$ cat src/design/serv_config.svh
`ifndef SERV_CONFIG_SVH
`define SERV_CONFIG_SVH

// Architectural register width, also the run length in cycles
`define SERV_XLEN 32

// Register file address width
`define SERV_REG_AW 5

// Bit counter width, counts 0 to SERV_XLEN-1
`define SERV_CNT_W 5

// First fetch address after reset
`define SERV_RESET_PC 32'h0000_0000

`endif

$ cat src/design/serv_isa_pkg.sv
`include "serv_config.svh"

package serv_isa_pkg;

   // Major opcode, instruction bits 6:2
   typedef enum logic [4:0] {
      OP_IMM = 5'b00100,
      OP     = 5'b01100,
      LUI    = 5'b01101
   } opcode_e;

   typedef enum logic [2:0] {
      ADD_SUB = 3'b000,
      XOR     = 3'b100,
      OR      = 3'b110,
      AND     = 3'b111
   } funct3_e;

   typedef struct packed {
      logic [6:0]              funct7;
      logic [`SERV_REG_AW-1:0] rs2;
      logic [`SERV_REG_AW-1:0] rs1;
      funct3_e                 funct3;
      logic [`SERV_REG_AW-1:0] rd;
      opcode_e                 opcode;
      logic [1:0]              low;
   } r_fmt_t;

   typedef struct packed {
      logic [11:0]             imm;
      logic [`SERV_REG_AW-1:0] rs1;
      funct3_e                 funct3;
      logic [`SERV_REG_AW-1:0] rd;
      opcode_e                 opcode;
      logic [1:0]              low;
   } i_fmt_t;

   // Same fetched word, read as R-type or as I-type
   typedef union packed {
      r_fmt_t r_fmt;
      i_fmt_t i_fmt;
   } instr_u;

endpackage

$ cat src/design/serv_core_pkg.sv
`include "serv_config.svh"

package serv_core_pkg;

   // Subtraction is carried on a separate flag
   typedef enum logic [1:0] {
      ADD = 2'd0,
      XOR = 2'd1,
      OR  = 2'd2,
      AND = 2'd3
   } alu_op_e;

   typedef enum logic [1:0] {
      FETCH = 2'd0,
      RREQ  = 2'd1,
      RUN   = 2'd2
   } seq_state_e;

   // Program counter, held as a shift register
   typedef logic [`SERV_XLEN-1:0] pc_t;

endpackage

$ cat src/design/serv_decode.sv
`timescale 1ns/1ps
`include "serv_config.svh"

module serv_decode (
   input  wire                           i_clk,
   input  wire                           i_rst_n,
   input  wire                           i_capture,
   input  wire  [`SERV_XLEN-1:0]         i_instr,
   input  wire                           i_cnt_en,
   output logic [`SERV_REG_AW-1:0]       o_rreg0,
   output logic [`SERV_REG_AW-1:0]       o_rreg1,
   output logic [`SERV_REG_AW-1:0]       o_rd,
   output serv_core_pkg::alu_op_e        o_alu_op,
   output logic                          o_sub,
   output logic                          o_imm_sel,
   output logic                          o_is_lui,
   output logic                          o_wr_ok,
   output logic                          o_imm_bit
);

   serv_isa_pkg::instr_u  instr;
   serv_isa_pkg::instr_u  cap_word;
   logic [`SERV_XLEN-1:0] imm_load;
   logic [`SERV_XLEN-1:0] imm_sr;
   logic                  f3_ok;
   logic                  supported;

   assign cap_word = i_instr;

   always_ff @(posedge i_clk or negedge i_rst_n) begin
      if (!i_rst_n) begin
         instr <= '0;
      end else if (i_capture) begin
         instr <= i_instr;
      end
   end

   assign o_rreg0 = instr.r_fmt.rs1;
   assign o_rreg1 = instr.r_fmt.rs2;
   assign o_rd    = instr.r_fmt.rd;

   // LUI puts the upper 20 bits above 12 zeros
   assign imm_load = (cap_word.i_fmt.opcode == serv_isa_pkg::LUI) ?
                     {i_instr[`SERV_XLEN-1:12], 12'b0} :
                     {{(`SERV_XLEN-12){cap_word.i_fmt.imm[11]}}, cap_word.i_fmt.imm};

   // LSB first, one bit per run cycle
   always_ff @(posedge i_clk) begin
      if (i_capture) begin
         imm_sr <= imm_load;
      end else if (i_cnt_en) begin
         imm_sr <= {1'b0, imm_sr[`SERV_XLEN-1:1]};
      end
   end

   assign o_imm_bit = imm_sr[0];

   always_comb begin
      f3_ok    = 1'b1;
      o_alu_op = serv_core_pkg::ADD;
      case (instr.r_fmt.funct3)
         serv_isa_pkg::ADD_SUB: o_alu_op = serv_core_pkg::ADD;
         serv_isa_pkg::XOR:     o_alu_op = serv_core_pkg::XOR;
         serv_isa_pkg::OR:      o_alu_op = serv_core_pkg::OR;
         serv_isa_pkg::AND:     o_alu_op = serv_core_pkg::AND;
         default:               f3_ok = 1'b0;
      endcase
   end

   always_comb begin
      supported = 1'b0;
      o_sub     = 1'b0;
      o_imm_sel = 1'b0;
      o_is_lui  = 1'b0;
      case (instr.r_fmt.opcode)
         serv_isa_pkg::OP: begin
            supported = f3_ok;
            o_sub     = (instr.r_fmt.funct3 == serv_isa_pkg::ADD_SUB) & instr.r_fmt.funct7[5];
         end
         serv_isa_pkg::OP_IMM: begin
            supported = f3_ok;
            o_imm_sel = 1'b1;
         end
         serv_isa_pkg::LUI: begin
            supported = 1'b1;
            o_imm_sel = 1'b1;
            o_is_lui  = 1'b1;
         end
         default: supported = 1'b0;
      endcase
   end

   // x0 is never written
   assign o_wr_ok = supported & (instr.r_fmt.rd != '0);

   a_low_bits: assert property (@(posedge i_clk) disable iff (!i_rst_n)
      i_capture |=> (instr.r_fmt.low == 2'b11));

endmodule

$ cat src/design/serv_state.sv
`timescale 1ns/1ps
`include "serv_config.svh"

module serv_state (
   input  wire  i_clk,
   input  wire  i_rst_n,
   input  wire  i_ibus_ack,
   input  wire  i_rf_ready,
   output logic o_ibus_cyc,
   output logic o_rf_rreq,
   output logic o_cnt_en,
   output logic o_cnt0,
   output logic o_cnt_done,
   output logic o_capture
);

   serv_core_pkg::seq_state_e state;
   logic [`SERV_CNT_W-1:0]    cnt;

   assign o_ibus_cyc = (state == serv_core_pkg::FETCH);
   assign o_rf_rreq  = (state == serv_core_pkg::RREQ);
   assign o_cnt_en   = (state == serv_core_pkg::RUN);
   assign o_cnt0     = o_cnt_en & (cnt == '0);
   assign o_cnt_done = o_cnt_en & (&cnt);

   // Decode takes the word in the ack cycle
   assign o_capture = o_ibus_cyc & i_ibus_ack;

   always_ff @(posedge i_clk or negedge i_rst_n) begin
      if (!i_rst_n) begin
         state <= serv_core_pkg::FETCH;
      end else begin
         case (state)
            serv_core_pkg::FETCH: begin
               if (i_ibus_ack) begin
                  state <= serv_core_pkg::RREQ;
               end
            end
            serv_core_pkg::RREQ: begin
               if (i_rf_ready) begin
                  state <= serv_core_pkg::RUN;
               end
            end
            serv_core_pkg::RUN: begin
               if (o_cnt_done) begin
                  state <= serv_core_pkg::FETCH;
               end
            end
            default: state <= serv_core_pkg::FETCH;
         endcase
      end
   end

   // Wraps back to zero after the last bit
   always_ff @(posedge i_clk or negedge i_rst_n) begin
      if (!i_rst_n) begin
         cnt <= '0;
      end else if (o_cnt_en) begin
         cnt <= cnt + 1'b1;
      end
   end

   a_one_request: assert property (@(posedge i_clk) disable iff (!i_rst_n)
      !(o_ibus_cyc && o_rf_rreq));

   // Counter rests at zero whenever no run is active
   a_cnt_only_in_run: assert property (@(posedge i_clk) disable iff (!i_rst_n)
      !o_cnt_en |-> (cnt == '0));

endmodule

$ cat src/design/serv_alu.sv
`timescale 1ns/1ps

module serv_alu (
   input  wire                    i_clk,
   input  wire                    i_rst_n,
   input  wire                    i_cnt_en,
   input  wire                    i_cnt0,
   input  wire                    i_rs1,
   input  wire                    i_rs2,
   input  wire                    i_imm_bit,
   input  wire serv_core_pkg::alu_op_e i_alu_op,
   input  wire                    i_sub,
   input  wire                    i_imm_sel,
   input  wire                    i_is_lui,
   input  wire                    i_wr_ok,
   output logic                   o_rd_bit,
   output logic                   o_wen
);

   logic op_b;
   logic carry;
   logic carry_in;
   logic carry_out;
   logic sum;
   logic bool_bit;

   assign op_b = (i_imm_sel ? i_imm_bit : i_rs2) ^ i_sub;

   // The +1 of two's complement enters at bit 0
   assign carry_in  = i_cnt0 ? i_sub : carry;
   assign sum       = i_rs1 ^ op_b ^ carry_in;
   assign carry_out = (i_rs1 & op_b) | (carry_in & (i_rs1 ^ op_b));

   always_ff @(posedge i_clk or negedge i_rst_n) begin
      if (!i_rst_n) begin
         carry <= 1'b0;
      end else if (i_cnt_en) begin
         carry <= carry_out;
      end
   end

   always_comb begin
      case (i_alu_op)
         serv_core_pkg::XOR: bool_bit = i_rs1 ^ op_b;
         serv_core_pkg::OR:  bool_bit = i_rs1 | op_b;
         serv_core_pkg::AND: bool_bit = i_rs1 & op_b;
         default:            bool_bit = sum;
      endcase
   end

   // LUI writes the immediate untouched
   assign o_rd_bit = i_is_lui ? i_imm_bit : bool_bit;
   assign o_wen    = i_wr_ok & i_cnt_en;

endmodule

$ cat src/design/serv_ctrl.sv
`timescale 1ns/1ps
`include "serv_config.svh"

module serv_ctrl (
   input  wire                  i_clk,
   input  wire                  i_rst_n,
   input  wire                  i_cnt_en,
   input  wire                  i_cnt0,
   output logic [`SERV_XLEN-1:0] o_ibus_adr
);

   serv_core_pkg::pc_t pc;
   logic [1:0]         inc_pos;
   logic               carry;
   logic               add_in;
   logic               pc_bit;

   // Tracks counts 1 and 2, bit 2 is where the 4 goes in
   always_ff @(posedge i_clk or negedge i_rst_n) begin
      if (!i_rst_n) begin
         inc_pos <= 2'b00;
      end else if (i_cnt_en) begin
         inc_pos <= {inc_pos[0], i_cnt0};
      end
   end

   // Carry out of bit 31 is dropped
   assign add_in = inc_pos[1] | (carry & ~i_cnt0);
   assign pc_bit = pc[0] ^ add_in;

   always_ff @(posedge i_clk or negedge i_rst_n) begin
      if (!i_rst_n) begin
         pc    <= `SERV_RESET_PC;
         carry <= 1'b0;
      end else if (i_cnt_en) begin
         pc    <= {pc_bit, pc[`SERV_XLEN-1:1]};
         carry <= pc[0] & add_in;
      end
   end

   assign o_ibus_adr = pc;

endmodule

$ cat src/design/serv_top.sv
`timescale 1ns/1ps
`include "serv_config.svh"

module serv_top (
   input  wire                    i_clk,
   input  wire                    i_rst_n,
   input  wire [`SERV_XLEN-1:0]   i_ibus_rdt,
   input  wire                    i_ibus_ack,
   input  wire                    i_rf_ready,
   input  wire                    i_rdata0,
   input  wire                    i_rdata1,
   output wire [`SERV_XLEN-1:0]   o_ibus_adr,
   output wire                    o_ibus_cyc,
   output wire                    o_rf_rreq,
   output wire [`SERV_REG_AW-1:0] o_rreg0,
   output wire [`SERV_REG_AW-1:0] o_rreg1,
   output wire [`SERV_REG_AW-1:0] o_wreg0,
   output wire                    o_wen0,
   output wire                    o_wdata0
);

   wire                    cnt_en;
   wire                    cnt0;
   wire                    capture;
   serv_core_pkg::alu_op_e alu_op;
   wire                    sub;
   wire                    imm_sel;
   wire                    is_lui;
   wire                    wr_ok;
   wire                    imm_bit;

   // Run end is only used inside the sequencer
   serv_state state (
      .i_clk      (i_clk),
      .i_rst_n    (i_rst_n),
      .i_ibus_ack (i_ibus_ack),
      .i_rf_ready (i_rf_ready),
      .o_ibus_cyc (o_ibus_cyc),
      .o_rf_rreq  (o_rf_rreq),
      .o_cnt_en   (cnt_en),
      .o_cnt0     (cnt0),
      .o_cnt_done (),
      .o_capture  (capture)
   );

   serv_decode decode (
      .i_clk     (i_clk),
      .i_rst_n   (i_rst_n),
      .i_capture (capture),
      .i_instr   (i_ibus_rdt),
      .i_cnt_en  (cnt_en),
      .o_rreg0   (o_rreg0),
      .o_rreg1   (o_rreg1),
      .o_rd      (o_wreg0),
      .o_alu_op  (alu_op),
      .o_sub     (sub),
      .o_imm_sel (imm_sel),
      .o_is_lui  (is_lui),
      .o_wr_ok   (wr_ok),
      .o_imm_bit (imm_bit)
   );

   serv_alu alu (
      .i_clk     (i_clk),
      .i_rst_n   (i_rst_n),
      .i_cnt_en  (cnt_en),
      .i_cnt0    (cnt0),
      .i_rs1     (i_rdata0),
      .i_rs2     (i_rdata1),
      .i_imm_bit (imm_bit),
      .i_alu_op  (alu_op),
      .i_sub     (sub),
      .i_imm_sel (imm_sel),
      .i_is_lui  (is_lui),
      .i_wr_ok   (wr_ok),
      .o_rd_bit  (o_wdata0),
      .o_wen     (o_wen0)
   );

   serv_ctrl ctrl (
      .i_clk      (i_clk),
      .i_rst_n    (i_rst_n),
      .i_cnt_en   (cnt_en),
      .i_cnt0     (cnt0),
      .o_ibus_adr (o_ibus_adr)
   );

endmodule

$ cat config.mk
export PLATFORM = sky130hd
export DESIGN_NAME = serv_top
export DESIGN_NICKNAME = d
export VERILOG_FILES = /design/src/design/serv_isa_pkg.sv /design/src/design/serv_core_pkg.sv /design/src/design/serv_decode.sv /design/src/design/serv_state.sv /design/src/design/serv_alu.sv /design/src/design/serv_ctrl.sv /design/src/design/serv_top.sv
export VERILOG_INCLUDE_DIRS = /design/src /design/src/design
export SDC_FILE = /design/constraint.sdc
export NUM_CORES = 1
export LEC_CHECK = 0
export BUFFER_PORTS_ARGS = -buffer_cell sky130_fd_sc_hd__buf_2
export CAP_MARGIN = 20
export CORE_ASPECT_RATIO = 1.1
export CORE_UTILIZATION = 55
export DETAILED_ROUTE_END_ITERATION = 10
export GPL_ROUTABILITY_DRIVEN = 0
export PLACE_DENSITY = 0.8
export RECOVER_POWER = 100
export SYNTH_ARGS = -nofsm -noshare
export SYNTH_HDL_FRONTEND = slang
export SYNTH_SLANG_ARGS = --single-unit
export TNS_END_PERCENT = 5
$ cat constraint.sdc
create_clock -name i_clk -period 7.6 [get_ports i_clk]
set_clock_uncertainty 0.15 [all_clocks]
set_input_delay 0.76 -clock i_clk [delete_from_list [all_inputs] [get_ports i_clk]]
set_output_delay 0.76 -clock i_clk [all_outputs]
set_load 0.01 [all_outputs]
# [After elaboration in Yosys (flattened, before gate mapping)]
# Index checks and enable logic that the tools add are counted.
[word_totals] ff_bits=106 wordCells=69
[classes] n_addsub=1 eq_ne=15 muxes=17 bitwise=18 reduce_logical=10
[op_table] operator="32-bit two-way mux" count=2
[op_table] operator="31-bit two-way mux" count=1
[op_table] operator="5-bit by 4-bit == test with 1-bit output (second input constant)" count=3
[op_table] operator="2-bit one-hot mux with 3 select lines" count=2
[op_table] operator="1-bit AND" count=10
[op_table] operator="3-bit == test (second input constant)" count=3
[op_table] operator="1-bit two-way mux" count=7
[op_table] operator="2-bit == test (second input constant)" count=3
[op_table] operator="2-bit two-way mux" count=3
[op_table] operator="2-bit inequality test (second input constant)" count=3
[op_table] operator="5-bit by 1-bit adder with 5-bit output (second input constant)" count=1
[op_table] operator="5-bit by 3-bit == test with 1-bit output (second input constant)" count=1
[op_table] operator="5-bit zero test" count=1
[op_table] operator="5-bit AND reduction" count=1
[op_table] operator="5-bit nonzero test" count=1
[op_table] operator="2-bit by 1-bit == test with 1-bit output (second input constant)" count=2
[op_table] operator="2-bit OR reduction" count=2
[op_table] operator="4-bit OR reduction" count=1
[op_table] operator="1-bit bitwise XOR" count=4
[op_table] operator="3-bit zero test" count=1
[op_table] operator="1-bit bitwise OR" count=3
[op_table] operator="1-bit one-hot mux with 3 select lines" count=1
[op_table] operator="3-bit AND reduction" count=1
[op_table] operator="2-bit zero test" count=1
[op_table] operator="3 further kinds" count=3

# [Logic depth before layout (Yosys ltp)]
# Gate-level depths: netlist (run 1).
[logic_depth] ltp_word=9 ltp_mapped=11 depth_no_buf=11

# [Modules after synthesis]
# Synthesis (run 1) repeated with hierarchy kept, for this count alone.
[unflattened] hier_cells=326 area_unflattened_um2=4680.7
[by_module_without_submodules] module="serv_decode" instances=1 cells_per_inst=197 area_each_um2=2636.3 seq_area_each_um2=1561.5
[by_module_without_submodules] module="serv_ctrl" instances=1 cells_per_inst=77 area_each_um2=1477.7 seq_area_each_um2=875.8
[by_module_without_submodules] module="serv_state" instances=1 cells_per_inst=34 area_each_um2=395.4 seq_area_each_um2=175.2
[by_module_without_submodules] module="serv_alu" instances=1 cells_per_inst=18 area_each_um2=171.4 seq_area_each_um2=25.0

# [Worst setup path after synthesis (run 1)]
# Ideal clock, no wire load.
[synth_path] path_kind="register to output" startpoint="register state.cnt[0]" endpoint="output o_wdata0" arrival_time_ns=2.200 t_required_ns=6.690 slack_ns=4.490 stages_incl_launch_ff=11 path_cell_list="dfrtp_1 -> inv_1 -> ha_1 -> nor4b_1 -> nand2_1 -> o41ai_1 -> fa_1 -> nor2b_1 -> a21oi_1 -> o22ai_1 -> o21ai_0"
[synth_between] elab_chain_cells=6
[synth_lines] item="start, declared" line="serv_state.sv:18" source="logic [`SERV_CNT_W-1:0] cnt;"
[synth_lines] item="start signal, assigned" line="serv_state.sv:59" source="cnt <= cnt + 1'b1;"
[synth_lines] item="5-bit zero test" line="serv_state.sv:23" source="assign o_cnt0 = o_cnt_en & (cnt == '0);"
[synth_lines] item="1-bit AND" line="serv_state.sv:23"
[synth_lines] item="1-bit two-way mux" line="serv_alu.sv:30" source="assign carry_in = i_cnt0 ? i_sub : carry;"
[synth_lines] item="1-bit bitwise XOR" line="serv_alu.sv:31" source="assign sum = i_rs1 ^ op_b ^ carry_in;"
[synth_lines] item="1-bit one-hot mux with 3 select lines" line="serv_alu.sv:43" source="case (i_alu_op)"
[synth_lines] item="1-bit two-way mux" line="serv_alu.sv:52" source="assign o_rd_bit = i_is_lui ? i_imm_bit : bool_bit;"
[synth_lines] item="end, declared" line="serv_top.sv:19" source="output wire o_wdata0"
# Every way passes these cells.

# [Worst setup path in the final report (run 1)]
[layout_path] startpoint="register state.state[0]" endpoint="output o_wdata0"
[layout_between] elab_chain_cells=6
[layout_lines] item="start, declared" line="serv_state.sv:17" source="serv_core_pkg::seq_state_e state;"
[layout_lines] item="start signal, assigned" line="serv_state.sv:31" source="state <= serv_core_pkg::FETCH;"
[layout_lines] item="start signal, assigned" line="serv_state.sv:36" source="state <= serv_core_pkg::RREQ;"
[layout_lines] item="start signal, assigned" line="serv_state.sv:41" source="state <= serv_core_pkg::RUN;"
[layout_lines] item="2-bit == test" line="serv_state.sv:22" source="assign o_cnt_en = (state == serv_core_pkg::RUN);"
[layout_lines] item="1-bit AND" line="serv_state.sv:23"
[layout_lines] item="1-bit two-way mux" line="serv_alu.sv:30"
[layout_lines] item="1-bit bitwise XOR" line="serv_alu.sv:31"
[layout_lines] item="1-bit one-hot mux with 3 select lines" line="serv_alu.sv:43"
[layout_lines] item="1-bit two-way mux" line="serv_alu.sv:52"
# Every way passes these cells.

==> results of run 1 <==
==> state kept, by name, indices dropped and copies added, names as in the netlist <==
| name | count |
|---|---|
| state.state | 2 |
| alu.carry | 1 |
| decode.imm_sr | 32 |
| ctrl.inc_pos | 2 |
| ctrl.carry | 1 |
| state.cnt | 5 |
| ctrl.o_ibus_adr | 32 |
| decode.instr | 24 |
==> placed cells by master (no fill, tap or decap), types with 2 or more instances in the layout <==
master / Yosys / layout
nand2_1: 228 / 227
dfrtp_1: 67 / 67
clkbuf_1: 9 / 57
o21ai_0: 37 / 37
buf_2: 13 / 35
edfxtp_1: 32 / 32
a21oi_1: 22 / 22
clkbuf_8: 0 / 9
inv_1: 8 / 8
nor2_1: 6 / 6
ha_1: 6 / 6
xnor2_1: 3 / 3
inv_6: 0 / 3
and2_1: 2 / 2
and3_1: 2 / 2
nor4b_1: 2 / 2
nand2b_1: 2 / 2
nand3_1: 2 / 2
nand4_1: 2 / 2
o22ai_1: 2 / 2
clkinvlp_4: 0 / 2
clkinv_4: 0 / 2
==> where the power goes <==
part	leakage [uW]	internal (uW)	switching [uW]
clock network	0.0000868	123	189
registers	0.00119	812	116
logic	0.00111	194	391
==> area by class of cell <==
cell class / instances / share of cell area
Clock buffer: 9 / 0.02539
Clock inverter: 7 / 0.01205
Inverter: 8 / 0.006155
Multi-Input combinational cell: 330 / 0.3075
Sequential cell: 99 / 0.5407
Tap cell: 105 / 0.02693
Timing Repair Buffer: 93 / 0.08130
==> metal layers <==
metal | vias to the layer above | GRT usage | share of wire
li1 | 1654 | - | -
met1 | 1594 | 0.3013 | 0.45
met3 | 18 | 0.05575 | 0.062
met4 | 0 | 0.1175 | 0.028
met5 | - | 0 | 0
met2 | 92 | 0.3574 | 0.46
==> stage by stage <==
| stage | area, um2 | hold slack (ns) | total power, uW | cells | setup WS (ns) |
|---|---|---|---|---|---|
| floorplan | 4407 | 0.2877 | 1386 | 479 | 4.490 |
| global placement | 4782 | 0.3032 | 1518 | 635 | 4.169 |
| detailed placement | 4782 | 0.3077 | 1549 | 635 | 4.106 |
| CTS | 4965 | 0.3313 | 1867 | 651 | 3.698 |
| global route | 4878 | 0.3544 | 1975 | 651 | 2.312 |
| finish | 4878 | 0.3296 | 1826 | 651 | 2.682 |
==> worst max path at each step <==
| stage | start | end | slack (ns) | cells past startpoint |
|---|---|---|---|---|
| after detailed placement | state.state[0] | o_wdata0 | 4.11 | 10 |
| final | state.state[0] | o_wdata0 | 2.68 | 10 |
| after floorplan | state.cnt[0] | o_wdata0 | 4.49 | 10 |
| after CTS | state.state[0] | o_wdata0 | 3.70 | 10 |
| after global placement | state.state[0] | o_wdata0 | 4.17 | 10 |
| after global routing | state.state[1] | o_wdata0 | 2.31 | 10 |
==> cells by family (layout without fill, tap and decap cells) <==
| family | after synthesis | after routing | share of synthesized area |
|---|---|---|---|
| and+or+nand+nor | 253 | 253 | 0.2300 |
| DFF | 99 | 99 | 0.5985 |
| AOI/OAI and AO/OA | 66 | 66 | 0.07950 |
| buffers and inverters | 50 | 117 | 0.06218 |
| adders and majority gates | 7 | 7 | 0.02158 |
| xor gates and xnor gates | 3 | 3 | 0.005964 |
| muxes | 1 | 1 | 0.002272 |
==> tightest hold or removal path, cell delays in order (launching register included) <==
cell,delay (ns)
dfrtp_1,0.35
nand2_1,0.05
nand2_1,0.05
==> reports/qor.yml, run 1 <==
status: "complete, but fails checks"
violations: "max-capacitance violations, max-slew violations"
fp.dieH_um: 95.88
critPathTopFamily: "buffers and inverters"
ys_async_sr_fraction: 0.6768
syn_area_um2: 4407
r2r_start: "state.state[0]"
cp.required_ns: 6.69
tritoncts: "built"
h-tree-depth: 3
synth_top_area_cell: "dfrtp_1"
end_kind: "output port"
grt.total_usage: 0.2296
final_nets: 586
reg2reg_slack_ns: 3.99
drt_iter0_markers: 260
synth_edf_count: 32
syn-instance-count: 479
max_stage_delay_ns: 1.21
final_max_slew_viol_count: 228
ys_seq_area_frac: 0.5985
crit_arrival_ns: 4.01
top_level_ports: 89
worst_pin_slew_ns: 3.532
ant_nets: 0
crit_top_cell: "clkbuf_1"
min-delay-start: "decode.instr[15]"
initial_core_util: 0.5800
min_path_type: "flip-flop to flip-flop"
grt_max_degree: 76
cp_max_fo: 42
vias_per_cell: 5.158
wl_mm: 8.677
cts_hold_buf: 0
path_buf_inv: 2
grt_pass1_wl_mm: 14.49
firstDrtPassIters: 4
ys_ff_latch: 99
r2r-end: "decode.imm_sr[9]"
grt_overflow_total: 0
drive_gt1_frac: 0.1026
cts_root_buf: "clkbuf_8"
vias: 3358
area_delta_synth_final_pct: 10.70
cts_buffers: 9
dp_hpwl_mm: 5.708
die_area_um2: 8375
critPathSlowestCell: "clkbuf_1"
cts_sinks: 99
io_buffers: 86
finalSetupViolCount: 0
cts_setup_buffers: 0
syn_avg_cell_area_um2: 9.200
clkTransAtPathRegs_ns: 0.10
path_cells: "nor2b_2 > clkbuf_1 > nand2_1 > o41ai_1 > fa_1 > nor2b_1 > a21oi_1 > o22ai_1 > o21ai_0 > clkbuf_1"
fin_crit_sh: 0.6471
grt_pass1_vias: 3142
yosys-top-cells-count: "nand2_1, dfrtp_1, o21ai_0, edfxtp_1, a21oi_1"
fmax_mhz: 203.3
synthFlopType: "dfrtp_1"
synth_fp_nets: 524
cts_resized: 0
fill_cells: 688
p_per_area_nw_per_um2: 374.3
register_area_um2: 2638
setup-tns-final_ns: 0
grt_setup_unrepaired: "false"
rows: 33
finalCriticalPeriod_ns: 4.918
peakVddDrop_mv: 0.1623
finalHoldViolations: 0
min_path_cells: 2
total_leakage_power_uw: 0.002387
yosysWarnings: 0
die_x_um: 87.35
worst_setup_path_start_kind: "flip-flop"
crit_type: "flip-flop to output port"
multiInputGateArea_um2: 1500
diodes: 0
synth_top_area_share: 0.3805
maxSlewHeadroom: -1.354
antenna_found_initial: 0
clk_path_buf_depth: 2
rr_worst_depth: 4
drc: 0
clk-insertion-delay-late_ns: 0.37
drv_cap: 4
min_to: "decode.instr[15]"
avgRoutedWirePerCell_um: 13.33
ys_top_cells_by_area: "dfrtp_1, edfxtp_1, nand2_1"
yosysMostFrequentCell: "nand2_1"
core_area_um2: 7597
final_core_util: 0.6421
synth_cell_types: 33
No activity file was read; power rests on OpenSTA's default activity.
==> run 2: changes to the inputs <==
clock period = 5 ns   (was 7.6 ns; I/O delays follow)
==> reports/qor.yml, run 2 (synthesized netlist as in run 1, its figures left out) <==
grt_pass1_wl_mm: 14.80  # +2.1%
maxSlewHeadroom: -0.8960  # +0.4584
drive_gt1_frac: 0.1024  # -0.0001875
combPwrFrac: 0.315  # -0.005
tritoncts: "built"
total_leakage_power_uw: 0.002415  # +1.2%
die_x_um: 87.35  # unchanged
placed_area_um2: 4782  # unchanged
finalSetupViolCount: 0  # unchanged
intPower_uw: 1773  # +57%
path_buf_inv: 2  # unchanged
cts_resized: 0  # unchanged
cp_max_fo: 42  # unchanged
path_cells: "nor2b_1 > buf_4 > nand2_1 > o41ai_1 > fa_1 > nor2b_1 > a21oi_1 > o22ai_1 > o21ai_0 > clkbuf_1"
fp.dieH_um: 95.88  # unchanged
end_kind: "output port"
max_stage_delay_ns: 0.52  # -0.69 ns
p_switching_uw: 1065  # +53%
seqPwrFrac: 0.498  # -0.010
grt_overflow_total: 0  # unchanged
fin_crit_sh: 0.7398
cts_buffers: 9  # unchanged
diodes: 0  # unchanged
fmax_mhz: 270.3
grt.total_usage: 0.2304  # +0.0007956
grt_max_degree: 76  # unchanged
final_cell_area_um2: 4918  # +0.82%
finalHoldViolations: 0  # unchanged
crit_top_cell: "nor2b_1"
violations: "max-capacitance violations, max-slew violations"
core_area_um2: 7597  # unchanged
firstDrtPassIters: 6  # +2
ant_nets: 0  # unchanged
wl_mm: 8.809  # +1.5%
grt_setup_unrepaired: "false"
final_max_slew_viol_count: 149  # -35%
drv_cap: 3  # -1
die_area_um2: 8375  # unchanged
critPathTopFamily: "compound AO/OA/AOI/OAI gates"
crit_arrival_ns: 3.05  # -0.96 ns
setup-tns-final_ns: 0  # unchanged
cts_sinks: 99  # unchanged
drt_iter0_markers: 249  # -4.2%
cts_root_buf: "clkbuf_8"
drc: 0  # unchanged
clk-insertion-delay-late_ns: 0.37  # about the same
fill_cells: 655  # -4.8%
status: "complete, but fails checks"
worst_setup_path_start_kind: "flip-flop"
min_path_type: "primary input to flip-flop"
register_area_um2: 2638  # unchanged
h-tree-depth: 3  # unchanged
power_frac_clock: 0.188  # +0.017
io_buffers: 86  # unchanged
vias: 3388  # +0.89%
clk_path_buf_depth: 2  # unchanged
dp_hpwl_mm: 5.854  # +2.6%
layout_common_cells: "nand2_1, dfrtp_1, clkbuf_1"
cp.required_ns: 4.35  # -2.34 ns
p_per_area_nw_per_um2: 577.0  # +54%
grt_pass1_vias: 3216  # +2.4%
peakVddDrop_mv: 0.2601  # +60%
avgRoutedWirePerCell_um: 13.51  # +1.4%
area_delta_synth_final_pct: 11.61
vias_per_cell: 5.196  # +0.74%
multiInputGateArea_um2: 1498  # -0.17%
crit_type: "flip-flop to output port"
final_nets: 587  # +0.17%
critPathSlowestCell: "fa_1"
worst_pin_slew_ns: 2.844  # -0.6875 ns
cts_setup_buffers: 0  # unchanged
top_level_ports: 89  # unchanged
antenna_found_initial: 0  # unchanged
clkTransAtPathRegs_ns: 0.10  # about the same
final_common_cell: "nand2_1"
finalCriticalPeriod_ns: 3.699
rows: 33  # unchanged
initial_core_util: 0.5800  # unchanged
switching_share: 0.3751  # -0.006226
run 2: changes by cell type in the layout (fill, tap and decap cells not counted):
cell | previous run | this run
buf_2 | 35 | 34
buf_4 | 1 | 3
bufinv_16 | 0 | 1
clkbuf_1 | 57 | 56
clkinv_4 | 2 | 4
clkinvlp_4 | 2 | 0
dlygate4sd3_1 | 0 | 1
inv_6 | 3 | 1
inv_8 | 0 | 1
nor2b_1 | 1 | 2
nor2b_2 | 1 | 0
run 2: path summary, 6_finish.rpt:
path,from,to,slack (ns),depth (start not counted)
max,state.state[1],o_wdata0,1.30,10
min,i_ibus_rdt[7],decode.instr[7],0.17,3
max reg2reg,state.state[1],decode.imm_sr[12],1.54,4
min reg2reg,decode.instr[15],decode.instr[15],0.33,2
max in group asynchronous,i_rst_n,ctrl.o_ibus_adr[7],2.92,3
min in group asynchronous,i_rst_n,decode.instr[30],0.61,2
run 2: metrics by stage:
stage	instances	util	total power [uW]	hold slack (ns)	worst slack (ns)
3_5_place_dp	635	0.6294	2355	0.2855	1.776
5_1_grt	652	0.6474	3059	0.1739	0.9928
3_3_place_gp	635	0.6294	2308	0.2873	1.821
4_1_cts	652	0.6583	2895	0.1608	1.300
2_1_floorplan	479	-	2107	0.05441	2.150
6_report	652	0.6474	2838	0.1709	1.301
run 2: final cells by class:
cell class | count | share of cell area
clock buffer | 9 | 0.02518
inverter | 8 | 0.006105
tap | 105 | 0.02671
clock inverter | 7 | 0.01730
multi-input combinational | 330 | 0.3045
timing repair buffer | 94 | 0.08395
sequential | 99 | 0.5363
run 2: what timing repair did:
item                                    in CTS  in global routing
endpoints found under the hold margin       16                  0
endpoints found under the setup margin       0                  0
hold buffers                                 1                  0
run 2: power by group through the flow:
stage               registers [uW]  logic (uW)  clock network [uW]
CTS                           1410         942                 546
finish                        1410         893                 533
detailed placement            1420         935                   0
global route                  1450        1030                 573
floorplan                     1390         713                   0
global placement              1400         905                   0
run 2: worst reg2reg max path, stage by stage (launching register included):
cell	delay, ns
dfrtp_1	0.39
nor2_1	0.09
nand2_2	0.08
clkbuf_1	2.00
o21ai_0	0.40
run 2: metal layers:
metal / wire [um] / GRT usage / share of wire
met2: 4163 / 0.3620 / 0.47
met5: 0 / 0 / 0
met1: 3937 / 0.3084 / 0.45
met4: 182 / 0.1038 / 0.021
met3: 526 / 0.05146 / 0.060
==> run 3: changes to the inputs <==
clock period = 3.79 ns   (was 5 ns; I/O delays follow)
==> reports/qor.yml, run 3 (synthesized netlist as in run 1, its figures left out) <==
status: "complete, but fails checks"
violations: "max-capacitance violations, max-slew violations"
drv_cap: 4  # +1
worst_pin_slew_ns: 1.973  # -0.8707 ns
end_kind: "output port"
fill_cells: 676  # +3.2%
crit_type: "flip-flop to output port"
tritoncts: "built"
combPwrFrac: 0.310  # -0.005
cp.required_ns: 3.26  # -1.09 ns
finalCriticalPeriod_ns: 3.402
clk_path_buf_depth: 2  # unchanged
finalHoldViolations: 0  # unchanged
power_frac_clock: 0.194  # +0.006
r2r-end: "decode.imm_sr[17]"
vias: 3377  # -0.32%
maxSlewHeadroom: -0.3156  # +0.5805
vias_per_cell: 5.172  # -0.48%
rows: 33  # unchanged
seqPwrFrac: 0.496  # -0.002
grt_pass1_wl_mm: 14.92  # +0.84%
grt_pass1_vias: 3374  # +4.9%
p_switching_uw: 1383  # +30%
initial_core_util: 0.5800  # unchanged
grt_overflow_total: 0  # unchanged
drc: 0  # unchanged
firstDrtPassIters: 4  # -2
setup-tns-final_ns: 0  # unchanged
layout_common_cells: "nand2_1, dfrtp_1, clkbuf_1"
grt_setup_unrepaired: "false"
crit_path_start: "state.cnt[0]"
fmax_mhz: 294.0
grt.total_usage: 0.2346  # +0.004162
avgRoutedWirePerCell_um: 13.60  # +0.67%
cp_max_fo: 4  # -90%
crit_arrival_ns: 2.87  # -0.18 ns
io_buffers: 86  # unchanged
fp.dieH_um: 95.88  # unchanged
multiInputGateArea_um2: 1495  # -0.17%
final_common_cell: "nand2_1"
final_nets: 588  # +0.17%
antenna_found_initial: 0  # unchanged
total_leakage_power_uw: 0.002408  # -0.29%
switching_share: 0.3679  # -0.007207
cts_setup_buffers: 0  # unchanged
finalSetupViolCount: 0  # unchanged
min_path_cells: 3  # unchanged
drive_gt1_frac: 0.09854  # -0.003836
intPower_uw: 2376  # +34%
cts_buffers: 9  # unchanged
grt_max_degree: 51  # -33%
worst_setup_path_start_kind: "flip-flop"
hold_ws_ns: 0.05452  # -0.1164 ns
fin_crit_sh: 0.8975
rr_worst_depth: 4  # unchanged
cts_sinks: 99  # unchanged
core_area_um2: 7597  # unchanged
register_area_um2: 2638  # unchanged
final_max_slew_viol_count: 166  # +11%
reg2reg_slack_ns: 0.61  # -0.93 ns
min_to: "decode.instr[7]"
cts_root_buf: "clkbuf_8"
p_per_area_nw_per_um2: 763.2  # +32%
drt_iter0_markers: 203  # -18%
dp_hpwl_mm: 6.022  # +2.9%
top_level_ports: 89  # unchanged
h-tree-depth: 3  # unchanged
die_x_um: 87.35  # unchanged
die_area_um2: 8375  # unchanged
area_delta_synth_final_pct: 11.75
clkTransAtPathRegs_ns: 0.09  # about the same
ant_nets: 0  # unchanged
peakVddDrop_mv: 0.3545  # +36%
clk-insertion-delay-late_ns: 0.36  # about the same
min-delay-start: "i_ibus_rdt[7]"
wl_mm: 8.882  # +0.83%
r2r_start: "state.state[1]"
min_path_type: "primary input to flip-flop"
diodes: 0  # unchanged
run 3: cell count changes in the layout (fill, tap and decap cells not counted):
| cell | previous run | this run |
|---|---|---|
| nand2_1 | 227 | 228 |
| clkinvlp_2 | 0 | 1 |
| inv_6 | 1 | 0 |
| clkinvlp_4 | 0 | 2 |
| buf_4 | 3 | 2 |
| clkbuf_2 | 0 | 1 |
| nand2_2 | 1 | 0 |
| inv_8 | 1 | 0 |
| clkbuf_1 | 56 | 57 |
| clkinv_1 | 0 | 1 |
| clkinv_4 | 4 | 1 |
| bufinv_16 | 1 | 2 |
run 3: final cells by class:
cell class	count	share of cell area
Clock buffer	9	0.02515
Sequential cell	99	0.5356
Multi-Input combinational cell	330	0.3036
Inverter	8	0.006098
Clock inverter	7	0.01880
Timing Repair Buffer	95	0.08410
Tap cell	105	0.02668
run 3: routing by layer:
metal / up-vias / global-route usage / share of wire
met3: 12 / 0.06947 / 0.065
met1: 1609 / 0.2874 / 0.43
li1: 1649 / - / -
met4: 0 / 0.09016 / 0.019
met2: 107 / 0.3926 / 0.49
met5: - / 0 / 0
run 3: power groups by stage:
stage | clock, uW | sequential (uW) | combinational (uW)
after CTS | 744 | 1860 | 1240
after floorplan | 0 | 1840 | 941
after detailed placement | 0 | 1870 | 1240
after global routing | 785 | 1920 | 1350
after global placement | 0 | 1850 | 1190
final | 729 | 1860 | 1170
run 3: critical path, stage by stage, from the launching register on:
cell and delay [ns]:
dfrtp_1 0.41, inv_1 0.09, ha_1 0.14, nor4b_1 0.23
nand2_1 0.16, o41ai_1 0.45, fa_1 0.51, nor2b_1 0.12
a21oi_1 0.05, o22ai_1 0.12, o21ai_0 0.10, clkbuf_1 0.14
run 3: worst max-delay path by stage:
stage,endpoint,slack (ns),cells after the start
2_1_floorplan,o_wdata0,1.06,10
3_3_place_gp,o_wdata0,0.84,11
3_5_place_dp,o_wdata0,0.78,11
4_1_cts,o_wdata0,0.36,11
5_1_grt,o_wdata0,0.16,11
6_report,o_wdata0,0.39,11
run 3: stage by stage:
| stage | utilization | cells | total power (uW) | instance area, um2 | worst slack (ns) |
|---|---|---|---|---|---|
| after floorplan | - | 479 | 2779 | 4407 | 1.061 |
| after global placement | 0.6294 | 635 | 3045 | 4782 | 0.8367 |
| after detailed placement | 0.6294 | 635 | 3114 | 4782 | 0.7802 |
| after CTS | 0.6579 | 651 | 3845 | 4999 | 0.3559 |
| after global routing | 0.6482 | 653 | 4048 | 4925 | 0.1627 |
| final | 0.6482 | 653 | 3759 | 4925 | 0.3884 |
run 3: timing repair:
action	in CTS	in global routing
setup endpoints to repair	0	0
hold buffers	0	1
resized for setup	0	0
endpoints found under the hold margin	0	12
